==> src/dcache_pkg.sv <==
package dcache_pkg;

    localparam int ADDR_W = 32;
    localparam int DATA_W = 32;
    localparam int LINE_W = 128;
    localparam int NWAY = 2;
    localparam int NSET = 256;
    localparam int OFFSET_W = $clog2(LINE_W / 8);
    localparam int INDEX_W = $clog2(NSET);
    localparam int TAG_W = ADDR_W - INDEX_W - OFFSET_W;
    localparam int WB_DEPTH = 4;

    typedef logic [LINE_W-1:0] line_t;

    // dirty and valid sit above the tag in a 22-bit entry
    typedef struct packed {
        logic dirty;
        logic valid;
        logic [TAG_W-1:0] tag;
    } tag_entry_t;

    typedef enum logic [2:0] {
        IDLE,
        LOOKUP,
        EVICT,
        REFILL_REQ,
        REFILL_WAIT
    } ctrl_state_e;

    function automatic logic [TAG_W-1:0] addr_tag(input logic [ADDR_W-1:0] a);
        return a[ADDR_W-1 -: TAG_W];
    endfunction

    function automatic logic [INDEX_W-1:0] addr_index(input logic [ADDR_W-1:0] a);
        return a[OFFSET_W +: INDEX_W];
    endfunction

    // word number inside the line
    function automatic logic [OFFSET_W-3:0] addr_word(input logic [ADDR_W-1:0] a);
        return a[OFFSET_W-1:2];
    endfunction

    function automatic logic [ADDR_W-1:0] line_addr(input logic [ADDR_W-1:0] a);
        return {a[ADDR_W-1:OFFSET_W], {OFFSET_W{1'b0}}};
    endfunction

endpackage

==> src/wb_if.sv <==
`timescale 1ns/1ps

interface wb_if;
    import dcache_pkg::*;

    // victim push from the controller
    logic push;
    logic [ADDR_W-1:0] push_addr;
    line_t push_data;
    logic full;

    // head of the writeback buffer
    logic head_valid;
    logic [ADDR_W-1:0] head_addr;
    line_t head_data;
    logic pop;

    // refill read whose request is held until the data returns
    logic refill_req;
    logic [ADDR_W-1:0] refill_addr;
    logic refill_valid;
    line_t refill_data;

    modport ctrl (
        output push, push_addr, push_data, refill_req, refill_addr,
        input  full, head_valid, refill_valid, refill_data
    );

    modport fifo (
        input  push, push_addr, push_data, pop,
        output full, head_valid, head_addr, head_data
    );

    modport port (
        input  head_valid, head_addr, head_data, refill_req, refill_addr,
        output pop, refill_valid, refill_data
    );

endinterface

==> src/writeback_fifo.sv <==
`timescale 1ns/1ps

module writeback_fifo #(
    parameter int WB_DEPTH = dcache_pkg::WB_DEPTH
) (
    input logic clk,
    input logic rst,
    wb_if.fifo  wb
);
    import dcache_pkg::*;

    localparam int PTR_W = (WB_DEPTH > 1) ? $clog2(WB_DEPTH) : 1;

    logic [ADDR_W-1:0] addr_mem [WB_DEPTH];
    line_t data_mem [WB_DEPTH];
    logic [PTR_W-1:0] wr_ptr;
    logic [PTR_W-1:0] rd_ptr;
    logic [PTR_W:0] count;

    assign wb.full = count == (PTR_W + 1)'(WB_DEPTH);
    assign wb.head_valid = count != '0;
    assign wb.head_addr = addr_mem[rd_ptr];
    assign wb.head_data = data_mem[rd_ptr];

    always_ff @(posedge clk) begin
        if (rst) begin
            wr_ptr <= '0;
            rd_ptr <= '0;
            count <= '0;
        end else begin
            if (wb.push) begin
                wr_ptr <= (wr_ptr == PTR_W'(WB_DEPTH - 1)) ? '0 : wr_ptr + 1'b1;
            end
            if (wb.pop) begin
                rd_ptr <= (rd_ptr == PTR_W'(WB_DEPTH - 1)) ? '0 : rd_ptr + 1'b1;
            end
            count <= count + (PTR_W + 1)'(wb.push) - (PTR_W + 1)'(wb.pop);
        end
    end

    always_ff @(posedge clk) begin
        if (wb.push) begin
            addr_mem[wr_ptr] <= wb.push_addr;
            data_mem[wr_ptr] <= wb.push_data;
        end
    end

endmodule

==> src/flat_wrapper.sv <==
// flat-port wrapper written by rule: the top's interface ports become plain ports
module writeback_fifo_flat import dcache_pkg::*;
#(
    parameter int WB_DEPTH = dcache_pkg::WB_DEPTH
)
  (clk, rst, wb_push, wb_push_addr, wb_push_data, wb_pop, wb_full, wb_head_valid, wb_head_addr, wb_head_data);
  wb_if wb_i ();
  input logic clk;
  input logic rst;
  input wire logic [$bits(wb_i.push)-1:0] wb_push;
  input wire logic [$bits(wb_i.push_addr)-1:0] wb_push_addr;
  input wire logic [$bits(wb_i.push_data)-1:0] wb_push_data;
  input wire logic [$bits(wb_i.pop)-1:0] wb_pop;
  output wire logic [$bits(wb_i.full)-1:0] wb_full;
  output wire logic [$bits(wb_i.head_valid)-1:0] wb_head_valid;
  output wire logic [$bits(wb_i.head_addr)-1:0] wb_head_addr;
  output wire logic [$bits(wb_i.head_data)-1:0] wb_head_data;
  assign wb_i.push = wb_push;
  assign wb_i.push_addr = wb_push_addr;
  assign wb_i.push_data = wb_push_data;
  assign wb_i.pop = wb_pop;
  assign wb_full = wb_i.full;
  assign wb_head_valid = wb_i.head_valid;
  assign wb_head_addr = wb_i.head_addr;
  assign wb_head_data = wb_i.head_data;
  writeback_fifo #(.WB_DEPTH(WB_DEPTH)) u_core (.clk(clk), .rst(rst), .wb(wb_i));
endmodule
==> config.mk <==
export PLATFORM = sky130hd
export DESIGN_NAME = writeback_fifo_flat
export DESIGN_NICKNAME = d
export VERILOG_FILES = /design/src/dcache_pkg.sv /design/src/wb_if.sv /design/src/writeback_fifo.sv /design/src/flat_wrapper.sv
export SDC_FILE = /design/constraint.sdc
export NUM_CORES = 1
export LEC_CHECK = 0
export ABC_CLOCK_PERIOD_IN_PS = 14200
export BUFFER_PORTS_ARGS = -buffer_cell sky130_fd_sc_hd__buf_4
export CAP_MARGIN = 20
export CORE_AREA = 2 2 210 212
export CTS_CLUSTER_SIZE = 16
export DETAILED_ROUTE_END_ITERATION = 6
export DIE_AREA = 0 0 212 214
export PLACE_DENSITY = 0.76
export SYNTH_ARGS = -nofsm -noshare
export SYNTH_HDL_FRONTEND = slang
export SYNTH_SLANG_ARGS = --single-unit
==> constraint.sdc <==
create_clock -name clk -period 14.2 [get_ports clk]
set_input_delay 0 -clock clk [delete_from_list [all_inputs] [get_ports clk]]
set_output_delay 0 -clock clk [all_outputs]
set_load 0.005 [all_outputs]
==> flow_summary.json <==
{
  "outcome": "complete, no violations",
  "ios": 326,
  "r2r-end": "u_core.data_mem[1][96]$_DFFE_PP_",
  "fin_nets": 1578,
  "rsz0062_at_grt": "no",
  "n_fill_cell": 2418,
  "cp_cell_sequence": "buf_4, buf_4, mux4_2, buf_4",
  "syn_area_per_cell_um2": 26.8,
  "stdcell_count": 2039,
  "synth_nets": 1050,
  "dpl_cell_area_um2": 26600,
  "grt_use_total": 0.211,
  "maxSlewViolCount": 0,
  "max_freq_mhz": 264,
  "htreeDepth": 2,
  "dr.pass1.iters": 5,
  "wirelength_um": 47500,
  "layout-area-overhead-vs-synth_pct": 28.1,
  "hpwl_um": 26600,
  "r2r_start": "u_core.wr_ptr[0]$_SDFFE_PP0P_",
  "crit_arrival_ps": 3790,
  "wire_per_inst_um": 23.3,
  "ff2ff_path_depth": 3,
  "cts_num_sinks": 649,
  "slew_headroom": 0.310,
  "critPathCaptureType": "output pin",
  "core_area_um2": 42900,
  "ys_ff_latch": 649,
  "fin_worst_skew_ps": 16.7,
  "drc_errors": 0,
  "vdd_ir_drop_max_uv": 156,
  "clk_latency_ps": 600,
  "synth_cell_types": 19,
  "finalInstanceArea_um2": 30100,
  "viasPerCell": 5.48,
  "drv_cap": 0,
  "drtAntennaViolNets": 0,
  "start_util": 0.548,
  "port_buffers": 325,
  "yosys_warnings": 0,
  "netlist_area_um2": 23500,
  "crit_fanout": 48,
  "antenna_found_initial": 3,
  "dieArea_um2": 45400,
  "worstSetupPathType": "reg2out",
  "grt_pass1_vias": 11800,
  "slowest_stage": "buf_4",
  "hold_viol": 0,
  "vias": 11200,
  "start_kind": "register",
  "cts_resized": 0,
  "critical_path.max_stage_delay_ps": 830,
  "p_leak_uw": 0.0102,
  "whs_path_depth": 2,
  "min_to": "u_core.data_mem[1][0]$_DFFE_PP_",
  "grt_pass1_wl_um": 71200,
  "finalCriticalPeriod_ps": 3790,
  "finalSetupTns_ps": 0,
  "crit_top_cell": "buf_4",
  "die_w_um": 212,
  "holdCritPathClass": "in2reg",
  "cts_tree": "yes",
  "place_congestion": 0.771,
  "grt.overflow.total": 0,
  "ys_seq_area_frac": 0.825,
  "clockRootBuffer": "clkbuf_16",
  "dieHeight_um": 214,
  "p_per_area_nw_per_um2": 139,
  "timing.final.crit_share": 0.267,
  "worstPathRequired_ps": 14200,
  "ff2ff_setup_slack_ps": 11640,
  "cts_made_buffers": 60,
  "grt_max_degree": 69,
  "place_inst": 1765,
  "clockBufferDepth": 3,
  "path_clk_slew_ps": 70,
  "std_cell_rows": 76,
  "fin_hold_ws_ps": 136,
  "setup_violations": 0,
  "holdCritStartpoint": "wb_push_data[0]",
  "drt_iter0_drc": 816,
  "synthCells": 878,
  "tightest_slew_ps": 1030,
  "drive_above_1_share": 0.409
}
## state kept, by name, indices dropped and copies added, names as in the netlist, named ones only
| register | flops |
|---|---|
| u_core.wr_ptr | 2 |
| u_core.rd_ptr | 2 |
| u_core.addr_mem | 128 |
| u_core.count | 3 |
| u_core.data_mem | 512 |
## worst max-delay path, delay by kind of cell (launching register included)
family	cells	cell delay, ps
flops	1	680
mux	1	640
buf+inv	3	1790
## cells in the mapped netlist, drive strengths merged
cell	n	area, µm²
edfxtp	640	19200
nor3b	1	7.51
a21oi	2	10.0
buf	30	219
and2	4	25.0
xnor3	1	22.5
nand2b	2	12.5
or3b	2	17.5
fa	1	20.0
or3	1	6.26
clkbuf	6	22.5
mux4	160	3600
nor2b	1	6.26
ha	7	87.6
dfxtp	9	180
mux2i	2	20.0
nor2	4	15.0
inv	5	18.8
## metrics by stage
stage	power, µW	util	setup slack (ps)
after floorplan	2430	-	9470
after global placement	2610	0.619	10830
after detailed placement	2620	0.619	10850
after CTS	4200	0.702	10190
after global routing	4310	0.702	9970
final	4170	0.702	10410
## worst max-delay path by stage
stage	depth (start not counted)	slack, ps	to
6_report	4	10410	wb_head_data[119]
2_1_floorplan	3	9470	u_core.addr_mem[0][0]$_DFFE_PP_
3_3_place_gp	4	10830	wb_head_data[58]
4_1_cts	4	10190	wb_head_data[117]
3_5_place_dp	4	10850	wb_head_data[119]
5_1_grt	4	9970	wb_head_data[117]
## where the power goes
group	total, µW	switching, µW	internal (µW)	leakage [µW]
Clock	1560	657	900	0.000944
Sequential	2220	27.2	2190	0.00595
Combinational	401	174	227	0.00333
## repair_timing
action / in CTS / in global routing
hold buffers: 164 / 0
setup buffers: 0 / 0
hold endpoints to repair: 649 / 0
## cell families (layout without fill, tap and decap cells)
group,after synthesis,in the layout,synth area share
other,0,3,0
adders and majority gates,8,8,0.00458
xor gates and xnor gates,1,1,0.000958
buffers and inverters,41,614,0.0111
and+or+nand+nor,15,15,0.00383
muxes,162,162,0.154
AOI/OAI and AO/OA,2,2,0.000426
DFF,649,649,0.825
## area by class of cell
class,instances,area (µm²),area share
tap,585,732,0.0243
clock inverter,35,322,0.0107
multi-input combinational,188,3860,0.128
inverter,5,18.8,0.000623
timing repair buffer,502,4180,0.139
antenna,3,7.51,0.000249
clock buffer,72,1590,0.0527
sequential,649,19400,0.644
## metal layers
| layer | vias up | track usage | wire (µm) |
|---|---|---|---|
| met4 | 0 | 0.0570 | 792 |
| met1 | 5830 | 0.281 | 18900 |
| met3 | 56 | 0.0654 | 4190 |
| met5 | - | 0 | 0 |
| li1 | 4851 | - | - |
| met2 | 432 | 0.343 | 23700 |
## layout by cell type, fill, tap and decap left out
cell	count
mux4_2	160
ha_1	7
buf_4	338
and2_4	4
or3_1	1
mux2i_1	2
clkinv_2	16
diode_2	3
clkbuf_16	61
clkinv_4	1
xnor3_1	1
a21oi_1	2
fa_1	1
nor3b_1	1
or3b_2	2
clkbuf_1	9
clkinv_1	10
dlygate4sd3_1	164
clkbuf_8	2
edfxtp_1	640
nand2b_1	2
inv_1	5
nor2_1	4
nor2b_1	1
dfxtp_1	7
dfxtp_4	2
clkinvlp_4	2
bufinv_16	6
No activity file was read; power rests on OpenSTA's default activity.
