$ cat src/dcache_pkg.sv
package dcache_pkg;

    localparam int ADDR_W = 32;
    localparam int DATA_W = 32;
    localparam int LINE_W = 128;
    localparam int NWAY = 2;
    localparam int NSET = 256;
    localparam int OFFSET_W = $clog2(LINE_W / 8);
    localparam int INDEX_W = $clog2(NSET);
    localparam int TAG_W = ADDR_W - INDEX_W - OFFSET_W;
    localparam int WB_DEPTH = 4;

    typedef logic [LINE_W-1:0] line_t;

    // dirty and valid sit above the tag in a 22-bit entry
    typedef struct packed {
        logic dirty;
        logic valid;
        logic [TAG_W-1:0] tag;
    } tag_entry_t;

    typedef enum logic [2:0] {
        IDLE,
        LOOKUP,
        EVICT,
        REFILL_REQ,
        REFILL_WAIT
    } ctrl_state_e;

    function automatic logic [TAG_W-1:0] addr_tag(input logic [ADDR_W-1:0] a);
        return a[ADDR_W-1 -: TAG_W];
    endfunction

    function automatic logic [INDEX_W-1:0] addr_index(input logic [ADDR_W-1:0] a);
        return a[OFFSET_W +: INDEX_W];
    endfunction

    // word number inside the line
    function automatic logic [OFFSET_W-3:0] addr_word(input logic [ADDR_W-1:0] a);
        return a[OFFSET_W-1:2];
    endfunction

    function automatic logic [ADDR_W-1:0] line_addr(input logic [ADDR_W-1:0] a);
        return {a[ADDR_W-1:OFFSET_W], {OFFSET_W{1'b0}}};
    endfunction

endpackage

$ cat src/wb_if.sv
`timescale 1ns/1ps

interface wb_if;
    import dcache_pkg::*;

    // victim push from the controller
    logic push;
    logic [ADDR_W-1:0] push_addr;
    line_t push_data;
    logic full;

    // head of the writeback buffer
    logic head_valid;
    logic [ADDR_W-1:0] head_addr;
    line_t head_data;
    logic pop;

    // refill read whose request is held until the data returns
    logic refill_req;
    logic [ADDR_W-1:0] refill_addr;
    logic refill_valid;
    line_t refill_data;

    modport ctrl (
        output push, push_addr, push_data, refill_req, refill_addr,
        input  full, head_valid, refill_valid, refill_data
    );

    modport fifo (
        input  push, push_addr, push_data, pop,
        output full, head_valid, head_addr, head_data
    );

    modport port (
        input  head_valid, head_addr, head_data, refill_req, refill_addr,
        output pop, refill_valid, refill_data
    );

endinterface

$ cat src/mem_port.sv
`timescale 1ns/1ps

module mem_port (
    input  logic                            clk,
    input  logic                            rst,
    wb_if.port                              wb,
    output logic                            mem_req_o,
    output logic                            mem_we_o,
    output logic [dcache_pkg::ADDR_W-1:0]   mem_addr_o,
    output dcache_pkg::line_t               mem_wdata_o,
    input  logic                            mem_rdy_i,
    input  logic                            mem_rvalid_i,
    input  logic                            mem_bvalid_i,
    input  dcache_pkg::line_t               mem_rdata_i
);

    // busy_we tells which response ends the one transaction in flight
    logic busy;
    logic busy_we;

    // buffered writebacks win over the refill read
    assign mem_req_o = !busy && (wb.head_valid || wb.refill_req);
    assign mem_we_o = !busy && wb.head_valid;
    assign mem_addr_o = wb.head_valid ? wb.head_addr : wb.refill_addr;
    assign mem_wdata_o = wb.head_data;

    assign wb.pop = mem_req_o && mem_we_o && mem_rdy_i;
    assign wb.refill_valid = busy && !busy_we && mem_rvalid_i;
    assign wb.refill_data = mem_rdata_i;

    always_ff @(posedge clk) begin
        if (rst) begin
            busy <= 1'b0;
            busy_we <= 1'b0;
        end else if (mem_req_o && mem_rdy_i) begin
            busy <= 1'b1;
            busy_we <= mem_we_o;
        end else if (busy && (busy_we ? mem_bvalid_i : mem_rvalid_i)) begin
            busy <= 1'b0;
        end
    end

endmodule

$ cat src/flat_wrapper.sv
// flat-port wrapper written by rule: the top's interface ports become plain ports
module mem_port_flat 
  (clk, rst, mem_req_o, mem_we_o, mem_addr_o, mem_wdata_o, mem_rdy_i, mem_rvalid_i, mem_bvalid_i, mem_rdata_i, wb_head_valid, wb_head_addr, wb_head_data, wb_refill_req, wb_refill_addr, wb_pop, wb_refill_valid, wb_refill_data);
  wb_if wb_i ();
  input  logic clk;
  input  logic rst;
  output logic mem_req_o;
  output logic mem_we_o;
  output logic [dcache_pkg::ADDR_W-1:0] mem_addr_o;
  output dcache_pkg::line_t mem_wdata_o;
  input  logic mem_rdy_i;
  input  logic mem_rvalid_i;
  input  logic mem_bvalid_i;
  input  dcache_pkg::line_t mem_rdata_i;
  input wire logic [$bits(wb_i.head_valid)-1:0] wb_head_valid;
  input wire logic [$bits(wb_i.head_addr)-1:0] wb_head_addr;
  input wire logic [$bits(wb_i.head_data)-1:0] wb_head_data;
  input wire logic [$bits(wb_i.refill_req)-1:0] wb_refill_req;
  input wire logic [$bits(wb_i.refill_addr)-1:0] wb_refill_addr;
  output wire logic [$bits(wb_i.pop)-1:0] wb_pop;
  output wire logic [$bits(wb_i.refill_valid)-1:0] wb_refill_valid;
  output wire logic [$bits(wb_i.refill_data)-1:0] wb_refill_data;
  assign wb_i.head_valid = wb_head_valid;
  assign wb_i.head_addr = wb_head_addr;
  assign wb_i.head_data = wb_head_data;
  assign wb_i.refill_req = wb_refill_req;
  assign wb_i.refill_addr = wb_refill_addr;
  assign wb_pop = wb_i.pop;
  assign wb_refill_valid = wb_i.refill_valid;
  assign wb_refill_data = wb_i.refill_data;
  mem_port u_core (.clk(clk), .rst(rst), .wb(wb_i), .mem_req_o(mem_req_o), .mem_we_o(mem_we_o), .mem_addr_o(mem_addr_o), .mem_wdata_o(mem_wdata_o), .mem_rdy_i(mem_rdy_i), .mem_rvalid_i(mem_rvalid_i), .mem_bvalid_i(mem_bvalid_i), .mem_rdata_i(mem_rdata_i));
endmodule
$ cat config.mk
export PLATFORM = sky130hd
export DESIGN_NAME = mem_port_flat
export DESIGN_NICKNAME = d
export VERILOG_FILES = /design/src/dcache_pkg.sv /design/src/wb_if.sv /design/src/mem_port.sv /design/src/flat_wrapper.sv
export SDC_FILE = /design/constraint.sdc
export NUM_CORES = 1
export LEC_CHECK = 0
export ABC_CLOCK_PERIOD_IN_PS = 1900
export BUFFER_PORTS_ARGS = -buffer_cell sky130_fd_sc_hd__buf_2
export CAP_MARGIN = 20
export CORE_AREA = 2 2 244 246
export CTS_CLUSTER_SIZE = 25
export DETAILED_ROUTE_END_ITERATION = 7
export DIE_AREA = 0 0 246 248
export SYNTH_ARGS = -nofsm -noshare
export SYNTH_HDL_FRONTEND = slang
export SYNTH_SLANG_ARGS = --single-unit
$ cat constraint.sdc
create_clock -name clk -period 1.9 [get_ports clk]
set_input_delay 0.095 -clock clk [delete_from_list [all_inputs] [get_ports clk]]
set_output_delay 0.095 -clock clk [all_outputs]
set_load 0.02 [all_outputs]
==> flow_metrics.tcl, run 1 <==
set metrics [dict create \
    fin_crit_sh_pct 68.75 \
    cts_buffers 3 \
    syn_inst 307 \
    die_height_microns 248 \
    cp_slowest_stage_delay_ps 380 \
    clkLatencyLatePin_ps 220 \
    timing.final.ws_setup_ps 593.7 \
    holdCritStartpoint "rst" \
    ant_nets 0 \
    cts_setup_buffers 0 \
    wl_met3_microns 2354 \
    dieWidth_microns 246 \
    timing.final.hold_violations 0 \
    hold_path_depth 2 \
    fmax_mhz 765.5 \
    place_area_sq_um 2125 \
    layout_commonest_cell "buf_2" \
    clockRootBuffer "clkbuf_16" \
    crit_fanout 6 \
    synth_nets 634 \
    dr.first_iter.drc_count 43 \
    grt_max_degree 36 \
    period_needed_ps 1306 \
    grt_overflow 0 \
    cts_max_level 1 \
    min_path_type "in -> reg" \
    io_buffers 106 \
    setup.worst_path.start_class "flip-flop" \
    grt_pass1_wl_microns 10920 \
    gp_congestion 0.5179 \
    wl_met1_microns 1554 \
    ir_drop_v 0.0007144 \
    finalClockSkew_ps 1.061 \
    finalSetupViolations 0 \
    syn_to_final_growth_pct -15.11 \
    initial_core_util_pct 4.447 \
    cts_hold_buf 0 \
    worst_slew_pin_slew_ps 280.7 \
    grt.total_usage_pct 2.751 \
    die_area_sq_um 61010 \
    power_leakage_nw 0.7686 \
    fin_util_pct 3.775 \
    crit_arrival_ps 1210 \
    status "finished clean" \
    r2r-start "u_core.busy_we$_SDFFE_PP0P_" \
    relSlewSlack_pct 81.41 \
    coreArea_sq_um 58460 \
    nNetsFinal 486 \
    crit_slowest_cell "dfxtp_1" \
    drv_cap 0 \
    min_to "u_core.busy$_SDFFE_PP0P_" \
    drive_gt1_share_pct 91.72 \
    path_cells "inv_1 > nor3b_1 > buf_2" \
    rsz0062_at_grt "false" \
    endpoint_kind "output port" \
    ios 619 \
    synth_area_sq_um 2600 \
    synth_seq_area_share_pct 1.540 \
    required_ps 1800 \
    synth-seq-cells 2 \
    dp_hpwl_microns 8799 \
    cts.sinks 2 \
    post_drt_wl_per_cell_microns 10.66 \
    syn_area_per_cell_sq_um 8.469 \
    top_layer_used "met4" \
    dr.pass1.iters 4 \
    pre_cts_slack_ps 785.2 \
    via_per_inst 1.456 \
    clk_pin_slew_ps 30 \
    critPathKind "reg -> out" \
    fin_area_sq_um 2207 \
    mostFrequentLayoutCells "106 x buf_2, 29 x mux2_4, 3 x mux2_2, 3 x clkbuf_16" \
    drv_slew 0 \
    rr_endpoint "u_core.busy$_SDFFE_PP0P_" \
    grt_pass1_vias 1420 \
    synth.distinct_cells 17 \
    rows 89 \
    antenna_found_initial 6 \
    post_cts_resized 0 \
    clockBufferDepth 2 \
    vias 1358 \
    fin_setup_tns_ps 0 \
    wl_met2_microns 4574 \
    r2r_cells 2 \
    synth_warnings 0 \
    routed_wl_microns 9949 \
    r2r_slack_ps 930 \
    drc 0 \
    pwr_density_cell_nw_per_um2 325.5 \
    cts_tree "done" \
]
==> cells by family after synthesis <==
logic type / after synthesis / share of synthesized area (%)
AO/OA/AOI/OAI: 2 / 0.9627
AND/OR/NAND/NOR: 8 / 2.070
multiplexers: 33 / 18.48
buffers and inverters: 262 / 76.95
flip-flops: 2 / 1.540
==> routing by layer <==
metal	global-route usage, %	vias up
li1	-	408
met5	0	-
met4	4.046	0
met3	2.282	118
met2	5.131	317
met1	0.9156	515
==> report_power, final <==
part | internal (W) | switching [W]
clock network | 0.000268 | 0.0000508
logic | 0.000181 | 0.000169
registers | 0.0000459 | 0.00000368
total | 0.000494 | 0.000224
==> state kept, by name, summed over array words and instances (netlist names) <==
name	flops
u_core.busy_we	1
u_core.busy	1
==> worst max-delay path, delay by kind of cell, from the launching register on <==
family	cells	cell delay, ps
flip-flops	1	380
AND/OR/NAND/NOR	1	200
buffers and inverters	2	390
==> how the worst max path moves through the flow <==
| stage | from | to | slack, ps |
|---|---|---|---|
| after floorplan | u_core.busy$_SDFFE_PP0P_ | wb_refill_valid | 830 |
| after global placement | u_core.busy$_SDFFE_PP0P_ | wb_refill_valid | 820 |
| after detailed placement | u_core.busy$_SDFFE_PP0P_ | wb_refill_valid | 790 |
| after CTS | u_core.busy$_SDFFE_PP0P_ | wb_refill_valid | 560 |
| after global routing | u_core.busy$_SDFFE_PP0P_ | wb_refill_valid | 530 |
| final | u_core.busy$_SDFFE_PP0P_ | wb_refill_valid | 590 |
==> metrics by stage <==
stage          hold WS (ps)   power, W  cells
2_1_floorplan         208.7   0.001055    307
3_3_place_gp          190.1  0.0004032    927
3_5_place_dp          190.1  0.0004042    927
4_1_cts               131.1  0.0007296    930
5_1_grt               146.8  0.0007545    930
6_report              128.3  0.0007184    933
==> Yosys cell counts <==
master	n	share of area [%]
nor2b_1	1	0.24
o32ai_2	1	0.63
mux2_2	3	1.3
nor3b_1	1	0.29
buf_12	3	2.3
nor4bb_1	1	0.39
buf_6	1	0.43
nor2_1	2	0.29
or3b_1	1	0.34
inv_1	2	0.29
nand3b_1	1	0.29
mux2_1	1	0.43
mux2_4	29	17
buf_4	256	74
and2_1	1	0.24
a31o_2	1	0.34
dfxtp_1	2	1.5
==> area by class of cell <==
class	count	area, sq um
Antenna cell	3	7.507
Clock buffer	3	75.07
Fill cell	6934	56260
Inverter	2	7.507
Multi-Input combinational cell	43	559.3
Sequential cell	2	40.04
Tap cell	773	967.2
Timing Repair Buffer	107	550.5
(Power assumes the default switching activity.)
==> run 2, diff against run 1 <==
- ABC_CLOCK_PERIOD_IN_PS: 1900 -> 1130
- CORE_AREA: 2 2 244 246 -> 2 2 243 245
- DIE_AREA: 0 0 246 248 -> 0 0 245 247
- clock period: 1.9 -> 1.13 ns (I/O delays scaled with it)
==> run 2 against run 1 <==
Net effect: the flow now finishes with violations (negative setup slack); largest power group unchanged; non-clock buffer count increased by 10; power up 87%; sequential cell count stayed put; combinational power is 110% higher; setup slack got worse by 600 ps; final cell count is 2.8% higher; clock power up 68%; critical path type unchanged; via count grew 13%.
==> flow_metrics.tcl, run 2 (synthesis results as in run 1) <==
set metrics [dict create \
    status "finished with violations" \
    violations "negative setup slack" \
    vias 1532 \
    crit_fanout 2 \
    worst_slew_pin_slew_ps 280.0 \
    dp_hpwl_microns 32200 \
    grt_overflow 0 \
    cts_tree "done" \
    top_layer_used "met5" \
    relSlewSlack_pct 81.08 \
    gp_congestion 0.6248 \
    grt_pass1_wl_microns 35830 \
    endpoint_kind "output port" \
    layout_commonest_cell "buf_2" \
    wl_met2_microns 12940 \
    grt_pass1_vias 1632 \
    post_drt_wl_per_cell_microns 35.01 \
    mostFrequentLayoutCells "104 x buf_2, 29 x mux2_4, 7 x buf_4" \
    dr.pass1.iters 4 \
    via_per_inst 1.597 \
    dr.first_iter.drc_count 44 \
    wl_met3_microns 13460 \
    timing.final.hold_violations 0 \
    drc 0 \
    fmax_mhz 882.4 \
    crit_arrival_ps 1080 \
    die_height_microns 247 \
    ant_nets 0 \
    cts_max_level 1 \
    rsz0062_at_grt "true" \
    pwr_density_cell_nw_per_um2 561.0 \
    power_w 0.001344 \
    dieWidth_microns 245 \
    p_sw_w 0.0004575 \
    critPathKind "reg -> out" \
    ir_drop_v 0.0004872 \
    finalSetupViolations 1 \
    nNetsFinal 496 \
    place_inst 936 \
    io_buffers 106 \
    fin_util_pct 4.114 \
    finalClockSkew_ps 0.8163 \
    reg_top3 "u_core.busy x1, u_core.busy_we x1" \
    clock_power_share_pct 39.8 \
    clk_pin_slew_ps 30 \
    grt.total_usage_pct 10.76 \
    initial_core_util_pct 4.464 \
    drive_gt1_share_pct 95.81 \
    cts.sinks 2 \
    intPower_w 0.0008867 \
    timing.final.ws_setup_ps -3.218 \
    clockBufferDepth 2 \
    antenna_found_initial 32 \
    clockRootBuffer "clkbuf_16" \
    power_leakage_nw 0.8424 \
    seqPwrFrac_pct 6.4 \
    required_ps 1070 \
    rows 89 \
    fin_setup_tns_ps -3.218 \
    cts_buffers 3 \
    setup.worst_path.start_class "flip-flop" \
    drv_slew 0 \
    coreArea_sq_um 58240 \
    switching_share_pct 34.04 \
    fin_crit_sh_pct 100.3 \
    finalNonFillerCells 959 \
    min_path_type "in -> out" \
    wl_met1_microns 5098 \
    grt_max_degree 14 \
    syn_to_final_growth_pct -7.844 \
    drv_cap 0 \
    p_comb_share_pct 53.8 \
    period_needed_ps 1133 \
    clkLatencyLatePin_ps 220 \
    die_area_sq_um 60520 \
    routed_wl_microns 33580 \
    ios 619 \
]
## run 2: cell types whose count changed in the layout (fill, tap and decap cells not counted), moves of 2 or more
cell	previous run	this run
buf_12	1	4
buf_6	0	2
dfxtp_1	2	0
buf_4	0	7
diode_2	3	19
buf_2	106	104
dfxtp_2	0	2
## run 2: what timing repair did
item	in CTS	in global routing
resized for setup	13	1
cloned	0	0
hold buffers	0	0
setup endpoints to repair	3	2
setup buffers	1	0
pin swaps	2	0
## run 2: critical path, cell delays in order (launching register included)
cell and delay [ps]:
dfxtp_2 330, inv_2 50, nor3b_4 280, buf_6 190
## run 2: final cells by class
class                      count  area (sq um)
fill                        6889         55840
tap                          773         967.2
timing repair buffer         117         675.6
multi-input combinational     43         580.6
clock buffer                   3         75.07
antenna                       19         47.55
sequential                     2         42.54
inverter                       2         7.507
## run 2: stage by stage
step                hold WS, ps  cell area (sq um)  setup WS, ps
finish                    113.0               2396        -3.218
global route              113.0               2354        -76.40
CTS                       113.1               2344        -37.87
detailed placement        113.1               2217        -190.8
global placement          113.1               2217        -200.2
floorplan                 170.2               2600         98.09
## run 2: final timing paths
kind | start | to | slack, ps | cells past startpoint
worst max-delay path | u_core.busy$_SDFFE_PP0P_ | wb_refill_valid | -3 | 3
worst min-delay path | wb_head_data[111] | mem_wdata_o[111] | 110 | 0
worst min register to register | u_core.busy_we$_SDFFE_PP0P_ | u_core.busy_we$_SDFFE_PP0P_ | 550 | 1
worst max register to register | u_core.busy$_SDFFE_PP0P_ | u_core.busy$_SDFFE_PP0P_ | 90 | 3
## run 2: power groups by stage
stage	Sequential (W)	Clock [W]	Combinational (W)
detailed placement	0.0000821	0	0.000714
CTS	0.0000850	0.000545	0.000740
floorplan	0.0000829	0	0.00169
global route	0.0000862	0.000557	0.000764
global placement	0.0000818	0	0.000708
finish	0.0000855	0.000535	0.000724
## run 2: layer usage
metal	up-vias	track usage (%)
met1	476	3.300
met3	162	22.34
li1	456	-
met4	20	5.936
met2	418	14.73
met5	-	0
==> run 3, diff against run 2 <==
- PLACE_DENSITY_LB_ADDON: default -> 0.1
==> run 3 against run 2 <==
Net effect: the flow now finishes without violations; final cell count shrank 2.5%; die area unchanged; worst hold slack got worse by 29 ps; sequential power is 1% higher; clock power about the same; critical endpoint unchanged; highest routed layer unchanged.
==> flow_metrics.tcl, run 3 (synthesis results as in run 1) <==
set metrics [dict create \
    status "finished clean" \
    grt_overflow 0 \
    rsz0062_at_grt "false" \
    dr.pass1.iters 2 \
    worst_slew_pin_slew_ps 228.4 \
    fin_util_pct 3.938 \
    drv_cap 0 \
    grt.total_usage_pct 2.764 \
    cts_hold_buf 0 \
    dr.first_iter.drc_count 22 \
    drc 0 \
    ios 619 \
    fin_crit_sh_pct 95.20 \
    clockRootBuffer "clkbuf_16" \
    intPower_w 0.0008618 \
    num-fill-cells 6885 \
    relSlewSlack_pct 84.57 \
    die_height_microns 247 \
    crit_fanout 6 \
    layout_commonest_cell "buf_2" \
    p_sw_w 0.0004127 \
    crit_arrival_ps 1020 \
    cts_buffers 3 \
    cts_tree "done" \
    drv_slew 0 \
    grt_pass1_wl_microns 11140 \
    clock_power_share_pct 41.9 \
    die_area_sq_um 60520 \
    hold-worst-slack_ps 83.83 \
    finalSetupViolations 0 \
    syn_to_final_growth_pct -11.79 \
    mostFrequentLayoutCells "105 x buf_2, 29 x mux2_4, 4 x buf_12" \
    critPathKind "reg -> out" \
    p_comb_share_pct 51.3 \
    finalClockSkew_ps 2.329 \
    dp_hpwl_microns 8287 \
    coreArea_sq_um 58240 \
    gp_congestion 0.6900 \
    io_buffers 106 \
    nNetsFinal 491 \
    drive_gt1_share_pct 93.83 \
    fmax_mhz 929.6 \
    ir_drop_v 0.0002247 \
    switching_share_pct 32.38 \
    reg_top3 "u_core.busy x1, u_core.busy_we x1" \
    cts_max_level 1 \
    min_path_type "in -> reg" \
    seqPwrFrac_pct 6.8 \
    clkLatencyLatePin_ps 220 \
    seqCellArea_sq_um 43.79 \
    routed_wl_microns 9369 \
    grt_max_degree 14 \
    grt_pass1_vias 1427 \
    timing.final.hold_violations 0 \
    vias 1262 \
    clk_pin_slew_ps 30 \
    rows 89 \
    via_per_inst 1.350 \
    place_inst 932 \
    required_ps 1070 \
    pwr_density_cell_nw_per_um2 555.7 \
    period_needed_ps 1076 \
    endpoint_kind "output port" \
    cts.sinks 2 \
    power_leakage_nw 0.8143 \
    dieWidth_microns 245 \
    fin_setup_tns_ps 0 \
    post_drt_wl_per_cell_microns 10.02 \
    multi_input_area_sq_um 571.8 \
    n_antenna_cell 0 \
    clockBufferDepth 2 \
    setup.worst_path.start_class "flip-flop" \
    antenna_found_initial 1 \
    finalNonFillerCells 935 \
    initial_core_util_pct 4.464 \
    ant_nets 0 \
    timing.final.ws_setup_ps 54.24 \
    pre_cts_slack_ps 89.09 \
]
-- run 3: area by class of cell --
type,count,area share (%)
sequential,2,1.909
clock buffer,3,3.273
tap,773,42.17
inverter,2,0.3273
timing repair buffer,112,27.39
multi-input combinational,43,24.93
-- run 3: critical path, cell delays in order (launching register included) --
cell	delay, ps
dfxtp_4	370
inv_1	80
nor3b_2	170
buf_4	170
-- run 3: through the flow --
step                instance area, sq um  power (W)
floorplan                           2600   0.001774
global placement                    2200  0.0007619
detailed placement                  2200  0.0007594
CTS                                 2283   0.001305
global route                        2293   0.001352
finish                              2293   0.001274
-- run 3: per-layer routing --
metal	global-route usage [%]	part of all wire, %	vias up	routed length, microns
met5	0.8170	0.85	-	80
met4	3.282	11	4	989
met3	3.267	26	86	2460
met2	3.299	36	281	3392
met1	2.009	26	477	2446
li1	-	-	414	-
-- run 3: what timing repair did --
item / CTS / global route
resized for setup: 4 / 2
endpoints found under the setup margin: 3 / 2
pin swaps: 0 / 0
setup buffers: 0 / 0
-- run 3: path summary, 6_finish.rpt --
kind | start | end | slack [ps] | depth (start not counted)
max | u_core.busy$_SDFFE_PP0P_ | wb_refill_valid | 50 | 3
min | rst | u_core.busy$_SDFFE_PP0P_ | 80 | 2
max reg2reg | u_core.busy_we$_SDFFE_PP0P_ | u_core.busy$_SDFFE_PP0P_ | 120 | 2
min reg2reg | u_core.busy_we$_SDFFE_PP0P_ | u_core.busy_we$_SDFFE_PP0P_ | 570 | 1
-- run 3: power groups by stage --
stage,Clock (W),Sequential (W),Combinational [W]
after floorplan,0,0.0000829,0.00169
after global placement,0,0.0000854,0.000677
after detailed placement,0,0.0000860,0.000673
after CTS,0.000542,0.0000855,0.000677
after global routing,0.000553,0.0000879,0.000710
final,0.000534,0.0000867,0.000653
